$ cat src/hw/mem_pkg.sv
package mem_pkg;

    localparam int xlen      = 64;
    localparam int reg_idx_w = 5;
    localparam int strb_w    = 8;

    // clint decode window, 64 KiB at 0x0200_0000.
    localparam logic [xlen-1:0] clint_base = 64'h0000_0000_0200_0000;
    localparam logic [xlen-1:0] clint_mask = 64'hffff_ffff_ffff_0000;

    localparam logic [xlen-1:0] mtimecmp_addr = 64'h0000_0000_0200_4000;
    localparam logic [xlen-1:0] mtime_addr    = 64'h0000_0000_0200_bff8;

    typedef enum logic [2:0] {
        lb  = 3'd0,
        lh  = 3'd1,
        lw  = 3'd2,
        ld  = 3'd3,
        lbu = 3'd4,
        lhu = 3'd5,
        lwu = 3'd6
    } load_type_e;

    typedef enum logic [1:0] {
        sb = 2'd0,
        sh = 2'd1,
        sw = 2'd2,
        sd = 2'd3
    } store_type_e;

    // doubleword-aligned request, wdata already placed in its byte lanes.
    typedef struct packed {
        logic [xlen-1:0]   addr;
        logic [xlen-1:0]   wdata;
        logic [strb_w-1:0] strb;
        logic              write;
    } mem_req_t;

    typedef struct packed {
        logic [xlen-1:0] rdata;
    } mem_rsp_t;

    typedef struct packed {
        logic        inst_valid;
        logic        mem_read;
        logic        mem_write;
        load_type_e  load_type;
        store_type_e store_type;
    } mem_ctrl_t;

endpackage

$ cat src/hw/mem_clint.sv
`timescale 1ns/10ps
module mem_clint (
    input  logic              clk,
    input  logic              rst_n_i,
    input  logic              req_valid_i,
    input  mem_pkg::mem_req_t req_i,
    output logic              req_ready_o,
    output mem_pkg::mem_rsp_t rsp_o,
    output logic              timer_irq_o
);

    logic                     ready_q;
    logic                     accept;
    logic                     wr_cmp;
    logic [mem_pkg::xlen-1:0] mtime_q;
    logic [mem_pkg::xlen-1:0] mtimecmp_q;
    logic [mem_pkg::xlen-1:0] rdata_q;

    // a new request is taken in the cycle before ready.
    assign accept = req_valid_i & ~ready_q;
    assign wr_cmp = req_valid_i & ready_q & req_i.write
                  & (req_i.addr == mem_pkg::mtimecmp_addr);

    always_ff @(posedge clk or negedge rst_n_i) begin
        if (!rst_n_i) begin
            ready_q <= 1'b0;
        end else begin
            ready_q <= accept;
        end
    end

    // free-running machine timer.
    always_ff @(posedge clk or negedge rst_n_i) begin
        if (!rst_n_i) begin
            mtime_q <= '0;
        end else begin
            mtime_q <= mtime_q + 1'b1;
        end
    end

    always_ff @(posedge clk or negedge rst_n_i) begin
        if (!rst_n_i) begin
            mtimecmp_q <= '1;
        end else if (wr_cmp) begin
            for (int i = 0; i < mem_pkg::strb_w; i++) begin
                if (req_i.strb[i]) begin
                    mtimecmp_q[8*i +: 8] <= req_i.wdata[8*i +: 8];
                end
            end
        end
    end

    always_ff @(posedge clk) begin
        if (accept) begin
            case (req_i.addr)
                mem_pkg::mtimecmp_addr: rdata_q <= mtimecmp_q;
                mem_pkg::mtime_addr:    rdata_q <= mtime_q;
                default:                rdata_q <= '0;
            endcase
        end
    end

    assign req_ready_o = ready_q;
    assign rsp_o.rdata = rdata_q;

    assign timer_irq_o = (mtime_q >= mtimecmp_q);

endmodule

$ cat src/hw/mem_dstb.sv
`timescale 1ns/10ps
module mem_dstb (
    input  logic              clk,
    input  logic              rst_n_i,
    input  logic              in_valid_i,
    input  mem_pkg::mem_req_t in_req_i,
    output logic              in_ready_o,
    output mem_pkg::mem_rsp_t in_rsp_o,
    output logic              mem_valid_o,
    output mem_pkg::mem_req_t mem_req_o,
    input  logic              mem_ready_i,
    input  mem_pkg::mem_rsp_t mem_rsp_i,
    output logic              clint_valid_o,
    output mem_pkg::mem_req_t clint_req_o,
    input  logic              clint_ready_i,
    input  mem_pkg::mem_rsp_t clint_rsp_i
);

    logic hit_clint;
    logic route_q;
    logic route_clint;

    assign hit_clint = (in_req_i.addr & mem_pkg::clint_mask) == mem_pkg::clint_base;

    // remembers the last target while no request is pending.
    always_ff @(posedge clk or negedge rst_n_i) begin
        if (!rst_n_i) begin
            route_q <= 1'b0;
        end else if (in_valid_i) begin
            route_q <= hit_clint;
        end
    end

    assign route_clint = in_valid_i ? hit_clint : route_q;

    assign mem_valid_o   = in_valid_i & ~hit_clint;
    assign mem_req_o     = in_req_i;
    assign clint_valid_o = in_valid_i & hit_clint;
    assign clint_req_o   = in_req_i;

    // only the selected target's ready and data reach the requester.
    assign in_ready_o = route_clint ? clint_ready_i : mem_ready_i;
    assign in_rsp_o   = route_clint ? clint_rsp_i : mem_rsp_i;

endmodule

$ cat src/hw/mem_forward.sv
`timescale 1ns/10ps
module mem_forward (
    input  logic [mem_pkg::reg_idx_w-1:0] rs2_idx_i,
    input  logic                          rs2_en_i,
    input  logic [mem_pkg::reg_idx_w-1:0] wb_rd_idx_i,
    input  logic                          wb_rd_en_i,
    output logic                          sel_wb_o
);

    logic idx_match;
    logic wb_nonzero;

    // x0 is hardwired to zero and never forwards.
    assign wb_nonzero = |wb_rd_idx_i;
    assign idx_match  = (rs2_idx_i == wb_rd_idx_i);

    // the writeback stage holds the youngest pending write to rs2.
    assign sel_wb_o = rs2_en_i & wb_rd_en_i & wb_nonzero & idx_match;

endmodule

$ cat src/hw/mem_lsu.sv
`timescale 1ns/10ps
module mem_lsu (
    input  logic                     clk,
    input  logic                     rst_n_i,
    input  mem_pkg::mem_ctrl_t       ctrl_i,
    input  logic [mem_pkg::xlen-1:0] addr_i,
    input  logic [mem_pkg::xlen-1:0] store_data_i,
    output logic                     access_ok_o,
    output logic [mem_pkg::xlen-1:0] load_data_o,
    output logic                     req_valid_o,
    output mem_pkg::mem_req_t        req_o,
    input  logic                     req_ready_i,
    input  mem_pkg::mem_rsp_t        rsp_i
);

    logic                         is_mem;
    logic [2:0]                   offset;
    logic [1:0]                   size;
    logic [mem_pkg::strb_w-1:0]   strb_base;
    mem_pkg::mem_req_t            req_d;
    logic                         busy_q;
    mem_pkg::mem_req_t            req_q;
    logic [2:0]                   off_q;
    mem_pkg::load_type_e          ltype_q;
    logic [mem_pkg::xlen-1:0]     shifted;

    assign is_mem = ctrl_i.inst_valid & (ctrl_i.mem_read | ctrl_i.mem_write);
    assign offset = addr_i[2:0];

    // access size in bytes as log2.
    always_comb begin
        if (ctrl_i.mem_write) begin
            case (ctrl_i.store_type)
                mem_pkg::sb: size = 2'd0;
                mem_pkg::sh: size = 2'd1;
                mem_pkg::sw: size = 2'd2;
                default:     size = 2'd3;
            endcase
        end else begin
            case (ctrl_i.load_type)
                mem_pkg::lb, mem_pkg::lbu: size = 2'd0;
                mem_pkg::lh, mem_pkg::lhu: size = 2'd1;
                mem_pkg::lw, mem_pkg::lwu: size = 2'd2;
                default:                   size = 2'd3;
            endcase
        end
    end

    always_comb begin
        case (size)
            2'd0:    strb_base = 8'h01;
            2'd1:    strb_base = 8'h03;
            2'd2:    strb_base = 8'h0f;
            default: strb_base = 8'hff;
        endcase
    end

    always_comb begin
        req_d.addr  = {addr_i[mem_pkg::xlen-1:3], 3'b000};
        req_d.wdata = ctrl_i.mem_write ? (store_data_i << {offset, 3'b000}) : '0;
        req_d.strb  = strb_base << offset;
        req_d.write = ctrl_i.mem_write;
    end

    always_ff @(posedge clk or negedge rst_n_i) begin
        if (!rst_n_i) begin
            busy_q <= 1'b0;
        end else if (!busy_q) begin
            busy_q <= is_mem;
        end else if (req_ready_i) begin
            busy_q <= 1'b0;
        end
    end

    // request payload, held stable until the handshake.
    always_ff @(posedge clk) begin
        if (!busy_q && is_mem) begin
            req_q   <= req_d;
            off_q   <= offset;
            ltype_q <= ctrl_i.load_type;
        end
    end

    assign req_valid_o = busy_q;
    assign req_o       = req_q;

    assign access_ok_o = is_mem ? (busy_q & req_ready_i) : ctrl_i.inst_valid;

    // move the addressed bytes down to bit 0, then extend.
    assign shifted = rsp_i.rdata >> {off_q, 3'b000};

    always_comb begin
        case (ltype_q)
            mem_pkg::lb:  load_data_o = {{(mem_pkg::xlen-8){shifted[7]}}, shifted[7:0]};
            mem_pkg::lh:  load_data_o = {{(mem_pkg::xlen-16){shifted[15]}}, shifted[15:0]};
            mem_pkg::lw:  load_data_o = {{(mem_pkg::xlen-32){shifted[31]}}, shifted[31:0]};
            mem_pkg::lbu: load_data_o = {{(mem_pkg::xlen-8){1'b0}}, shifted[7:0]};
            mem_pkg::lhu: load_data_o = {{(mem_pkg::xlen-16){1'b0}}, shifted[15:0]};
            mem_pkg::lwu: load_data_o = {{(mem_pkg::xlen-32){1'b0}}, shifted[31:0]};
            default:      load_data_o = shifted;
        endcase
    end

endmodule

$ cat src/hw/mem_stage_top.sv
`timescale 1ns/10ps
module mem_stage_top (
    input  logic                          clk,
    input  logic                          rst_n_i,
    input  mem_pkg::mem_ctrl_t            ctrl_i,
    input  logic [mem_pkg::reg_idx_w-1:0] rs2_idx_i,
    input  logic                          rs2_en_i,
    input  logic [mem_pkg::reg_idx_w-1:0] wb_rd_idx_i,
    input  logic                          wb_rd_en_i,
    input  logic [mem_pkg::xlen-1:0]      rs2_data_i,
    input  logic [mem_pkg::xlen-1:0]      wb_rd_data_i,
    input  logic [mem_pkg::xlen-1:0]      ex2mem_rd_data_i,
    output logic                          access_ok_o,
    output logic [mem_pkg::xlen-1:0]      rd_data_o,
    output logic                          mem_valid_o,
    output mem_pkg::mem_req_t             mem_req_o,
    input  logic                          mem_ready_i,
    input  mem_pkg::mem_rsp_t             mem_rsp_i,
    output logic                          mtip_o
);

    logic                     sel_wb;
    logic [mem_pkg::xlen-1:0] store_data;
    logic [mem_pkg::xlen-1:0] load_data;
    logic                     lsu_valid;
    mem_pkg::mem_req_t        lsu_req;
    logic                     lsu_ready;
    mem_pkg::mem_rsp_t        lsu_rsp;
    logic                     clint_valid;
    mem_pkg::mem_req_t        clint_req;
    logic                     clint_ready;
    mem_pkg::mem_rsp_t        clint_rsp;

    mem_forward u_forward (
        .rs2_idx_i   (rs2_idx_i),
        .rs2_en_i    (rs2_en_i),
        .wb_rd_idx_i (wb_rd_idx_i),
        .wb_rd_en_i  (wb_rd_en_i),
        .sel_wb_o    (sel_wb)
    );

    assign store_data = sel_wb ? wb_rd_data_i : rs2_data_i;

    // ex2mem_rd_data_i carries the effective address for loads and stores.
    mem_lsu u_lsu (
        .clk          (clk),
        .rst_n_i      (rst_n_i),
        .ctrl_i       (ctrl_i),
        .addr_i       (ex2mem_rd_data_i),
        .store_data_i (store_data),
        .access_ok_o  (access_ok_o),
        .load_data_o  (load_data),
        .req_valid_o  (lsu_valid),
        .req_o        (lsu_req),
        .req_ready_i  (lsu_ready),
        .rsp_i        (lsu_rsp)
    );

    mem_dstb u_dstb (
        .clk           (clk),
        .rst_n_i       (rst_n_i),
        .in_valid_i    (lsu_valid),
        .in_req_i      (lsu_req),
        .in_ready_o    (lsu_ready),
        .in_rsp_o      (lsu_rsp),
        .mem_valid_o   (mem_valid_o),
        .mem_req_o     (mem_req_o),
        .mem_ready_i   (mem_ready_i),
        .mem_rsp_i     (mem_rsp_i),
        .clint_valid_o (clint_valid),
        .clint_req_o   (clint_req),
        .clint_ready_i (clint_ready),
        .clint_rsp_i   (clint_rsp)
    );

    mem_clint u_clint (
        .clk         (clk),
        .rst_n_i     (rst_n_i),
        .req_valid_i (clint_valid),
        .req_i       (clint_req),
        .req_ready_o (clint_ready),
        .rsp_o       (clint_rsp),
        .timer_irq_o (mtip_o)
    );

    assign rd_data_o = ctrl_i.mem_read ? load_data : ex2mem_rd_data_i;

endmodule

$ cat config.mk
export PLATFORM = sky130hd
export DESIGN_NAME = mem_stage_top
export DESIGN_NICKNAME = d
export VERILOG_FILES = /design/src/hw/mem_pkg.sv /design/src/hw/mem_clint.sv /design/src/hw/mem_dstb.sv /design/src/hw/mem_forward.sv /design/src/hw/mem_lsu.sv /design/src/hw/mem_stage_top.sv
export SDC_FILE = /design/constraint.sdc
export NUM_CORES = 1
export LEC_CHECK = 0
export BUFFER_PORTS_ARGS = -buffer_cell sky130_fd_sc_hd__buf_2
export CAP_MARGIN = 20
export CORE_MARGIN = 3
export CORE_UTILIZATION = 47
export CTS_CLUSTER_SIZE = 12
export DETAILED_ROUTE_END_ITERATION = 10
export PLACE_DENSITY = 0.78
export SETUP_SLACK_MARGIN = 0.5
export SLEW_MARGIN = 20
export SYNTH_ARGS = -nofsm -noshare
export SYNTH_HDL_FRONTEND = slang
export SYNTH_SLANG_ARGS = --single-unit
$ cat constraint.sdc
create_clock -name clk -period 37.4 [get_ports clk]
set_clock_uncertainty 0.15 [all_clocks]
set_input_delay 1.87 -clock clk [delete_from_list [all_inputs] [get_ports clk]]
set_output_delay 1.87 -clock clk [all_outputs]
set_load 0.01 [all_outputs]
== Word level (Yosys, flattened, before mapping) ==
Cells that the tools add are included.

* $add $sub $neg: 1
* Multipliers: 0
* Div/mod/pow operators: 0
* $lt $le $gt $ge: 1
* Equal/unequal tests: 18
* Shift operators: 3
* Mux-type cells: 14
* Bitwise logic cells: 14
* Reduce and logical (&&, ||, !) cells: 18

{| class="wikitable"
|+ Operators with widths
! kind !! number
|-
| 64-bit one-hot mux with 6 select lines || 1
|-
| 64-bit two-way mux || 3
|-
| 64-bit one-hot mux with 2 select lines || 1
|-
| 61-bit by 23-bit equality test with 1-bit output (second input constant) || 2
|-
| 64-bit by 1-bit adder with 64-bit output (second input constant) || 1
|-
| 64-bit greater-or-equal comparator || 1
|-
| 64-bit by 6-bit left shift with 64-bit output || 1
|-
| 64-bit by 6-bit right shift with 64-bit output || 1
|-
| 48-bit by 10-bit equality test with 1-bit output (second input constant) || 1
|-
| 8-bit one-hot mux with 3 select lines || 1
|-
| 3-bit equality test (second input constant) || 6
|-
| 2-bit AND reduction || 8
|-
| 2-bit one-hot mux with 3 select lines || 2
|-
| 1-bit AND || 11
|-
| 8-bit by 3-bit left shift with 8-bit output || 1
|-
| 3-bit by 1-bit equality test with 1-bit output (second input constant) || 2
|-
| 3-bit by 2-bit equality test with 1-bit output (second input constant) || 2
|-
| 3-bit zero test || 2
|-
| 2-bit OR reduction || 3
|-
| 5-bit equality test || 1
|-
| 1-bit two-way mux || 5
|-
| 5-bit OR reduction || 1
|-
| 2-bit by 1-bit equality test with 1-bit output (second input constant) || 2
|-
| 2-bit equality test (second input constant) || 2
|-
| 6 further kinds || 8
|}

* Bits in registers: 335
* Bits in latches: 0
* Bits in writable memories: 0
* ROM bits: 0
* Output and inout bits: 204
* Memories kept: 0

== Longest topological paths before layout ==
Gate-level depths: netlist of run 1.

* Depth after elaboration: 7
* Depth in mapped cells: 12

== Cells and area by module ==
Synthesis of run 1 repeated with hierarchy kept, for this count alone.

* Cells, all modules: 2013
* Area total of the unflattened synthesis: 23621.4 um^2

{| class="wikitable"
|+ Modules (own cells, without submodules)
! module !! times used !! cells an instance !! area an instance (um^2) !! seq. area each (um^2)
|-
| mem_clint || 1 || 779 || 9865.7 || 5230.0
|-
| mem_lsu || 1 || 703 || 8309.2 || 4229.1
|-
| mem_dstb || 1 || 379 || 3215.6 || 25.0
|-
| mem_stage_top || 1 || 142 || 2154.6 || 0.0
|-
| mem_forward || 1 || 10 || 76.3 || 0.0
|}

== Least setup slack after synthesis of run 1 ==
No wires, ideal clock.

* Kind: input port to flip-flop
* From: input port ctrl_i[5] (netlist name)
* To: register u_lsu.busy_q (netlist: u_lsu.req_valid_o)
* Setup time: 142 ps
* Arrival: 13200 ps
* Path slack: 23908 ps
* Cell stages on the path: 4
* Buffers on the path: 1
* Cell sequence: clkbuf_1 nor2_1 nor3b_1 o21bai_1

* Cells in the longest elaborated chain, start to end: 3

{| class="wikitable"
|+ Ends and longest elaborated chain
! item !! RTL line !! text
|-
| start: declaration || mem_stage_top.sv:5 || <nowiki>input mem_pkg::mem_ctrl_t ctrl_i,</nowiki>
|-
| 1-bit bitwise OR || mem_lsu.sv:27 || <nowiki>assign is_mem = ctrl_i.inst_valid & (ctrl_i.mem_read | ctrl_i.mem_write);</nowiki>
|-
| 1-bit AND || mem_lsu.sv:27 ||
|-
| 1-bit two-way mux || mem_lsu.sv:68 || <nowiki>end else if (!busy_q) begin</nowiki>
|-
| end signal: assignment || mem_lsu.sv:69 || <nowiki>busy_q <= is_mem;</nowiki>
|-
| end: declaration || mem_lsu.sv:21 || <nowiki>logic busy_q;</nowiki>
|}

No other way between the ends.
A chain may end at the register's enable or synchronous reset.

== Final worst setup path of run 1 ==
* From: register u_lsu.req_q (netlist bit u_lsu.req_o[125])
* To: output port rd_data_o[10] (netlist name)

* Cells in the longest elaborated chain, start to end: 6

{| class="wikitable"
|+ Ends and longest elaborated chain
! item !! RTL line !! text
|-
| start: declaration || mem_lsu.sv:22 || <nowiki>mem_pkg::mem_req_t req_q;</nowiki>
|-
| start signal: assignment || mem_lsu.sv:78 || <nowiki>req_q <= req_d;</nowiki>
|-
| 48-bit by 10-bit equality test with 1-bit output || mem_dstb.sv:23 || <nowiki>assign hit_clint = (in_req_i.addr & mem_pkg::clint_mask) == mem_pkg::clint_base;</nowiki>
|-
| 1-bit two-way mux || mem_dstb.sv:34 || <nowiki>assign route_clint = in_valid_i ? hit_clint : route_q;</nowiki>
|-
| 64-bit two-way mux || mem_dstb.sv:43 || <nowiki>assign in_rsp_o = route_clint ? clint_rsp_i : mem_rsp_i;</nowiki>
|-
| 64-bit by 6-bit right shift with 64-bit output || mem_lsu.sv:90 || <nowiki>assign shifted = rsp_i.rdata >> {off_q, 3'b000};</nowiki>
|-
| 64-bit one-hot mux with 6 select lines || mem_lsu.sv:93 || <nowiki>case (ltype_q)</nowiki>
|-
| 64-bit two-way mux || mem_stage_top.sv:86 || <nowiki>assign rd_data_o = ctrl_i.mem_read ? load_data : ex2mem_rd_data_i;</nowiki>
|-
| end: declaration || mem_stage_top.sv:14 || <nowiki>output logic [mem_pkg::xlen-1:0] rd_data_o,</nowiki>
|}

No other way between the ends.

==> results of run 1 <==
==> area by class of cell <==
type	count	area, um2
repair buffers	498	2545
well taps	532	665.6
flip-flops and latches	335	9484
fillers	3589	17440
inverters	81	304.0
clock inverters	9	102.6
clock buffers	59	1071
diodes	4	10.01
multi-input cells	1186	9487
==> per-layer routing <==
layer	part of all wire [%]	vias to the layer above	wire [um]	track usage (%)
met5	0.10	-	74	0
met4	6.9	12	5056	18.91
met3	7.3	213	5392	5.611
met2	48	905	35570	55.40
met1	37	7853	27280	38.19
li1	-	7289	-	-
==> power groups by stage <==
stage | logic, mW | registers, mW | clock network (mW)
CTS | 0.130 | 0.416 | 0.362
finish | 0.131 | 0.416 | 0.357
global placement | 0.129 | 0.423 | 0
floorplan | 0.0601 | 0.427 | 0
global route | 0.138 | 0.417 | 0.378
detailed placement | 0.129 | 0.423 | 0
==> worst reg2reg max path: cells and delay by family (launching register included) <==
kind                   cells  cell delay (ps)
and+or+nand+nor            7             2970
buffers and inverters      1              570
muxes                      1              400
DFF                        1              380
==> worst max path at each step <==
stage | startpoint | endpoint | slack [ps] | depth (start not counted)
final | u_lsu.req_o[125] | rd_data_o[10] | 30920 | 11
after CTS | u_lsu.req_o[125] | rd_data_o[34] | 30750 | 11
after floorplan | ctrl_i[5] | u_lsu.req_valid_o | 23910 | 4
after global routing | u_lsu.req_o[107] | rd_data_o[10] | 30770 | 11
after global placement | ctrl_i[6] | rd_data_o[32] | 31170 | 7
after detailed placement | ctrl_i[6] | rd_data_o[34] | 31090 | 7
==> stage by stage <==
stage	total power [mW]	instance area, um2
after floorplan	0.4874	19660
after global placement	0.5519	22480
after detailed placement	0.5527	22480
after CTS	0.9084	23660
after global routing	0.9327	23660
final	0.9044	23670
==> sequential cells by signal, summed over array words and instances (netlist names), 3 cells and up <==
name                flops
u_clint.mtime_q        64
u_clint.rsp_o          64
u_lsu.req_o           134
u_clint.mtimecmp_q     64
u_lsu.ltype_q           3
u_lsu.off_q             3
==> cells by family (layout without fill, tap and decap cells) <==
family / after synthesis / after routing / share of synthesized area (%)
AO/OA/AOI/OAI: 345 / 345 / 12.82
AND/OR/NAND/NOR: 424 / 424 / 10.42
other: 1 / 7 / 0.01909
buffers and inverters: 181 / 647 / 3.719
multiplexers: 283 / 283 / 17.67
XOR/XNOR: 66 / 66 / 2.942
adder cells (fa/ha/maj): 65 / 65 / 4.139
flip-flops: 335 / 335 / 48.27
==> cells in the final DEF (no fill, tap or decap), drive strengths merged, types with 43 or more instances in the layout <==
cell    netlist  routed
inv          81      82
clkbuf       65      59
a21oi        91      91
a22o         64      64
nand2        95      95
mux2         78      78
dfrtp        67      67
mux4         43      43
nor2        137     137
edfxtp      204     204
ha           65      65
dfstp        64      64
mux2i       162     162
buf          35     498
==> impl_metrics.ini, run 1 <==
[yosys]
synth.most_common_cell = edfxtp_1
synth_top_flop_cell = edfxtp_1
synth-seq-cells = 335
avgSynthCellArea_um2 = 11.56
synth_commonest_cells = edfxtp_1, mux2i_1, nor2_1
yosys_warnings = 0
syn-cell-area_mm2 = 0.01965
yosys-top-cells-area = edfxtp_1, dfstp_2, dfrtp_1, mux2i_1, mux4_2
yosysSeqAreaShare_pct = 48.27
synth_edf_count = 204
synth_cell_types = 66
synth_top_area_share_pct = 31.18
synth_largest_area_cell = edfxtp_1
ys_async_sr_fraction_pct = 39.10
synth_cells = 1700

[floorplan]
core_area_mm2 = 0.04111
dieArea_mm2 = 0.04430
pin_count = 483
die_w_um = 210.5
num_rows = 74
die_h_um = 210.5
start_util_pct = 47.80

[power]
p_seq_share_pct = 46.0
p_int_mw = 0.6659
pwr-share-clk_pct = 39.5
sw_frac_of_total_pct = 26.37
power.density_mw_per_mm2 = 38.21
ir_drop_mv = 0.02427
p_sw_mw = 0.2384
combPwrFrac_pct = 14.5
leakagePower_nw = 10.52

[critical_path]
crit_buf_inv = 3
cp-start-kind = flip-flop
reg2reg_setup_slack_ps = 32850
path_common_cell = buf_4
path_cells = nor4_1, nand2_1, nor4_4, mux2i_4, buf_4, buf_4, mux4_2, o211a_1, a221oi_1, o221ai_1, buf_2
max_stage_delay_ps = 590
r2r_end = u_clint.mtimecmp_q[24]
critPathMaxFanout = 37
worst-r2r-cell-count = 9
critPathArrivalTime_ps = 4460
cp_top_family = simple AND/OR/NAND/NOR gates
slowest_stage = nor4_4
r2r_start = u_lsu.req_o[125]
required_ps = 35380
path_class = reg2out
cp-end-kind = primary output

[finish]
finalNonFillerCells = 2704
nNetsFinal = 2483
area_growth_pct = 20.46
drive_above_1_share_pct = 35.65
post-route-util_pct = 57.58

[worst_hold_path]
min_to = u_clint.mtimecmp_q[25]
hold_start = u_lsu.req_o[34]
hold_depth = 1
worstHoldPathType = reg2reg

[run_status]
status = finished clean

[detailed_routing]
dr.pass1.iters = 5
wl_per_cell_um = 27.14
routed_wl_um = 73380
dr.first_iter.drc_count = 1384
via_count = 16270
drc_errors = 0
ant_nets = 0
vias_per_cell = 6.018

[clocking]
ctsHoldBuffers = 0
postCtsSetupRepairBufs = 0
insertion_delay_ps = 530
cts_buffers = 37
path_clk_slew_ps = 60
cts-root-buf = clkbuf_16
cts.sinks = 335
cts_resized = 0
cts_tree = yes
cts-htree-levels = 2
cts_max_path_buffers = 3

[timing]
min_period_ps = 6476
final.setup.worst_slack_ps = 30920
maxSlewViolCount = 0
rsz0062_at_grt = false
finalSetupTns_ps = 0
timing.fmax_ghz = 0.1544
slew_headroom_pct = 27.53
hold_viol_final = 0
period_share_pct = 17.31
setup_viol = 0
hold_slack_ps = 363.8
worst_slew_pin_slew_ps = 1087

[placement]
dp_cells = 2632
finalWeightedCongestion = 0.9923
hpwl_um = 59590
io_buffers = 479
post-place-ws_ps = 31090

[grt]
grt_pass1_vias = 16230
grt_pass1_wl_um = 105300
grt_max_degree = 78
grt_use_total_pct = 32.23
grt_overflow_total = 0
grt_antenna_before_repair = 7

[run]
cap_violations = 0
(Power assumes the default switching activity.)
==> run 2: changes to the inputs <==
--- a/config.mk
+++ b/config.mk
@@ -5,13 +5,14 @@
 export SDC_FILE = /design/constraint.sdc
 export NUM_CORES = 1
 export LEC_CHECK = 0
+export ABC_AREA = 1
 export BUFFER_PORTS_ARGS = -buffer_cell sky130_fd_sc_hd__buf_2
 export CAP_MARGIN = 20
 export CORE_MARGIN = 3
 export CORE_UTILIZATION = 47
 export CTS_CLUSTER_SIZE = 12
 export DETAILED_ROUTE_END_ITERATION = 10
-export PLACE_DENSITY = 0.78
+export PLACE_DENSITY = 0.77
 export SETUP_SLACK_MARGIN = 0.5
 export SLEW_MARGIN = 20
 export SYNTH_ARGS = -nofsm -noshare
==> constraint.sdc (replaced) <==
create_clock -name clk -period 6.68 [get_ports clk]
set_clock_uncertainty 0.15 [all_clocks]
set_input_delay 0.334 -clock clk [delete_from_list [all_inputs] [get_ports clk]]
set_output_delay 0.334 -clock clk [all_outputs]
set_load 0.01 [all_outputs]
==> run 2 against run 1 <==
  * Critical path depth rose by 6
  * Sequential cell count did not move
  * Via count rose by 26%
  * Hold slack got worse by 320 ps
  * Sequential share of layout area fell by 2.7 points
  * Worst setup slack got worse by 29000 ps
  * Highest routed layer unchanged
  * Sequential power rose to 5.9 times the previous value
  * Die area rose by 4.8%
  * Combinational power rose to 11 times the previous value
  * Largest power group unchanged
  * Wire length rose by 16%
  * First-iteration DRC count rose by 51%
  * Synthesized area rose by 5.0%
==> impl_metrics.ini, run 2 <==
[finish]
area_growth_pct = 23.00
finalNonFillerCells = 3637
layout_commonest_cell = nand2_1
largest_reg_flops = 134
drive_above_1_share_pct = 24.25
final_cell_mix = nand2_1, buf_2, inv_1
nNetsFinal = 3367

[timing]
timing.fmax_ghz = 0.2104
finalSetupTns_ps = 0
maxSlewViolCount = 0
final.setup.worst_slack_ps = 1928
worst_slew_pin_slew_ps = 1012
rsz0062_at_grt = false
min_period_ps = 4752
setup_viol = 0
hold_slack_ps = 43.02
hold_viol_final = 0
period_share_pct = 71.14
slew_headroom_pct = 31.82

[floorplan]
num_rows = 76
start_util_pct = 47.79
core_area_mm2 = 0.04317
die_w_um = 215.5
pin_count = 483
dieArea_mm2 = 0.04644
die_h_um = 215.5

[grt]
met1_usage_pct = 41.01
grt_max_degree = 98
grt_use_total_pct = 35.69
grt_use_met2_pct = 62.40
grt-busiest-layer = met2
grt_util_met3_pct = 5.900
grt_pass1_wl_um = 124800
grt_antenna_before_repair = 9
grt_pass1_vias = 20010
grt_overflow_total = 0

[detailed_routing]
wl_per_cell_um = 23.41
via_count = 20440
drc_errors = 0
dr.pass1.iters = 8
vias_per_cell = 5.619
ant_nets = 0
dr.first_iter.drc_count = 2095
routed_wl_um = 85130

[critical_path]
startpoint = u_lsu.req_o[109]
path_class = reg2out
cp-end-kind = primary output
required_ps = 6200
cp-start-kind = flip-flop
r2r_start = u_lsu.req_o[109]
critPathMaxFanout = 42
critPathArrivalTime_ps = 4270
worst-r2r-cell-count = 10

[clocking]
cts_max_path_buffers = 3
cts_tree = yes
insertion_delay_ps = 560
cts_resized = 0
cts_buffers = 37
cts.sinks = 335
cts-htree-levels = 2
path_clk_slew_ps = 60
cts-root-buf = clkbuf_16

[yosys]
synth_largest_area_cell = edfxtp_1
yosysSeqAreaShare_pct = 45.97
yosys_warnings = 0
synth.most_common_cell = nand2_1
ys_async_sr_fraction_pct = 39.10
synthMuxAreaShare_pct = 3.542
synth_top_family_by_area = simple AND/OR/NAND/NOR gates
synth_top_flop_cell = edfxtp_1
synth_fa_ha_area_share_pct = 3.942
syn-cell-area_mm2 = 0.02063
avgSynthCellArea_um2 = 8.132
synth_cells = 2537
synthSimpleGateAreaFrac_pct = 25.37
synth_cell_types = 54
synth_top_area_share_pct = 29.69
synth_edf_count = 204
synthXorXnorAreaFrac_pct = 2.590
synth-compound-area-share_pct = 11.06
synth_commonest_cells = nand2_1, inv_1, nor2_1
yosys-top-cells-area = edfxtp_1, nand2_1, dfstp_2, dfrtp_1, nand3_1
synth-seq-cells = 335

[placement]
dp_cells = 3502
io_buffers = 479
post-place-ws_ps = 2527
hpwl_um = 67910
finalWeightedCongestion = 1.017

[run_status]
status = finished clean

[run]
cap_violations = 0

[worst_hold_path]
hold_start = ctrl_i[7]
hold_depth = 3
worstHoldPathType = in2reg

[power]
power.density_mw_per_mm2 = 237.8
ir_drop_mv = 0.1787
leakagePower_nw = 11.35
==> run 2: cell types whose count changed in the layout (fill, tap and decap cells not counted), moves of 24 or more <==
cell,change
nor3_1,+24
dlygate4sd3_1,+67
nand2_1,+462
xnor2_1,-36
nand3_1,+201
o22ai_1,+67
a211oi_1,-39
inv_1,+187
xor2_1,+31
mux4_2,-43
mux2i_1,-160
a22o_1,-64
o21ai_0,+194
nor2_1,+124
==> run 2: kinds of logic after synthesis <==
family	Yosys count
muxes	65
xor gates and xnor gates	61
adders and majority gates	65
AOI/OAI and AO/OA	415
buffers and inverters	398
DFF	335
other	1
and+or+nand+nor	1197
==> run 2: final timing paths <==
path	end	slack [ps]
worst min-delay path	u_lsu.req_valid_o	40
worst min register to register	u_clint.mtime_q[49]	350
worst max-delay path	rd_data_o[44]	1930
min in group asynchronous	u_clint.mtime_q[61]	310
worst max register to register	u_clint.mtimecmp_q[15]	3450
max in group asynchronous	u_dstb.route_q	4710
==> run 2: layout make-up <==
class / instances / area, um2
antenna: 1 / 2.502
clock buffer: 61 / 1144
fill: 3940 / 17800
multi-input combinational: 1806 / 9643
sequential: 335 / 9484
inverter: 274 / 1028
clock inverter: 6 / 95.09
tap: 585 / 732.0
timing repair buffer: 569 / 3246
==> run 2: where the power goes <==
group,leakage [nW],switching [mW],total [mW],internal [mW]
sequential,3.34,0.107,2.47,2.36
combinational,7.42,1.03,1.47,0.448
clock,0.601,0.839,2.09,1.25
total,11.4,1.97,6.03,4.06
==> run 2: layer usage <==
layer / vias up / routed length (um)
li1: 9525 / -
met1: 9633 / 31590
met2: 1046 / 41550
met3: 222 / 5931
met4: 10 / 5995
met5: - / 57
==> run 2: critical path, stage by stage, from the launching register on <==
cell and delay (ps):
edfxtp_1 400, nor2_1 120, nand2_1 130, nor2_1 180, nand2_1 130, nor2_4 140
nand2_1 90, nand2_2 120, nand2_2 490, nand2_1 260, nand3_1 130, nand3_1 140
nand3_2 110, nand3_4 140, nand3_2 520, nor2_1 360, nor2_1 100, buf_2 150
==> run 2: through the flow <==
stage / total power [mW] / area (um2) / util [%]
floorplan: 3.267 / 20640 / -
global placement: 3.920 / 23460 / 54.35
detailed placement: 3.923 / 23460 / 54.35
CTS: 6.035 / 25370 / 58.77
global route: 6.257 / 25370 / 58.78
finish: 6.033 / 25370 / 58.78
==> run 2: what timing repair did <==
| item | in CTS | in global routing |
|---|---|---|
| setup buffers | 0 | 0 |
| hold endpoints to repair | 103 | 0 |
| hold buffers | 67 | 0 |
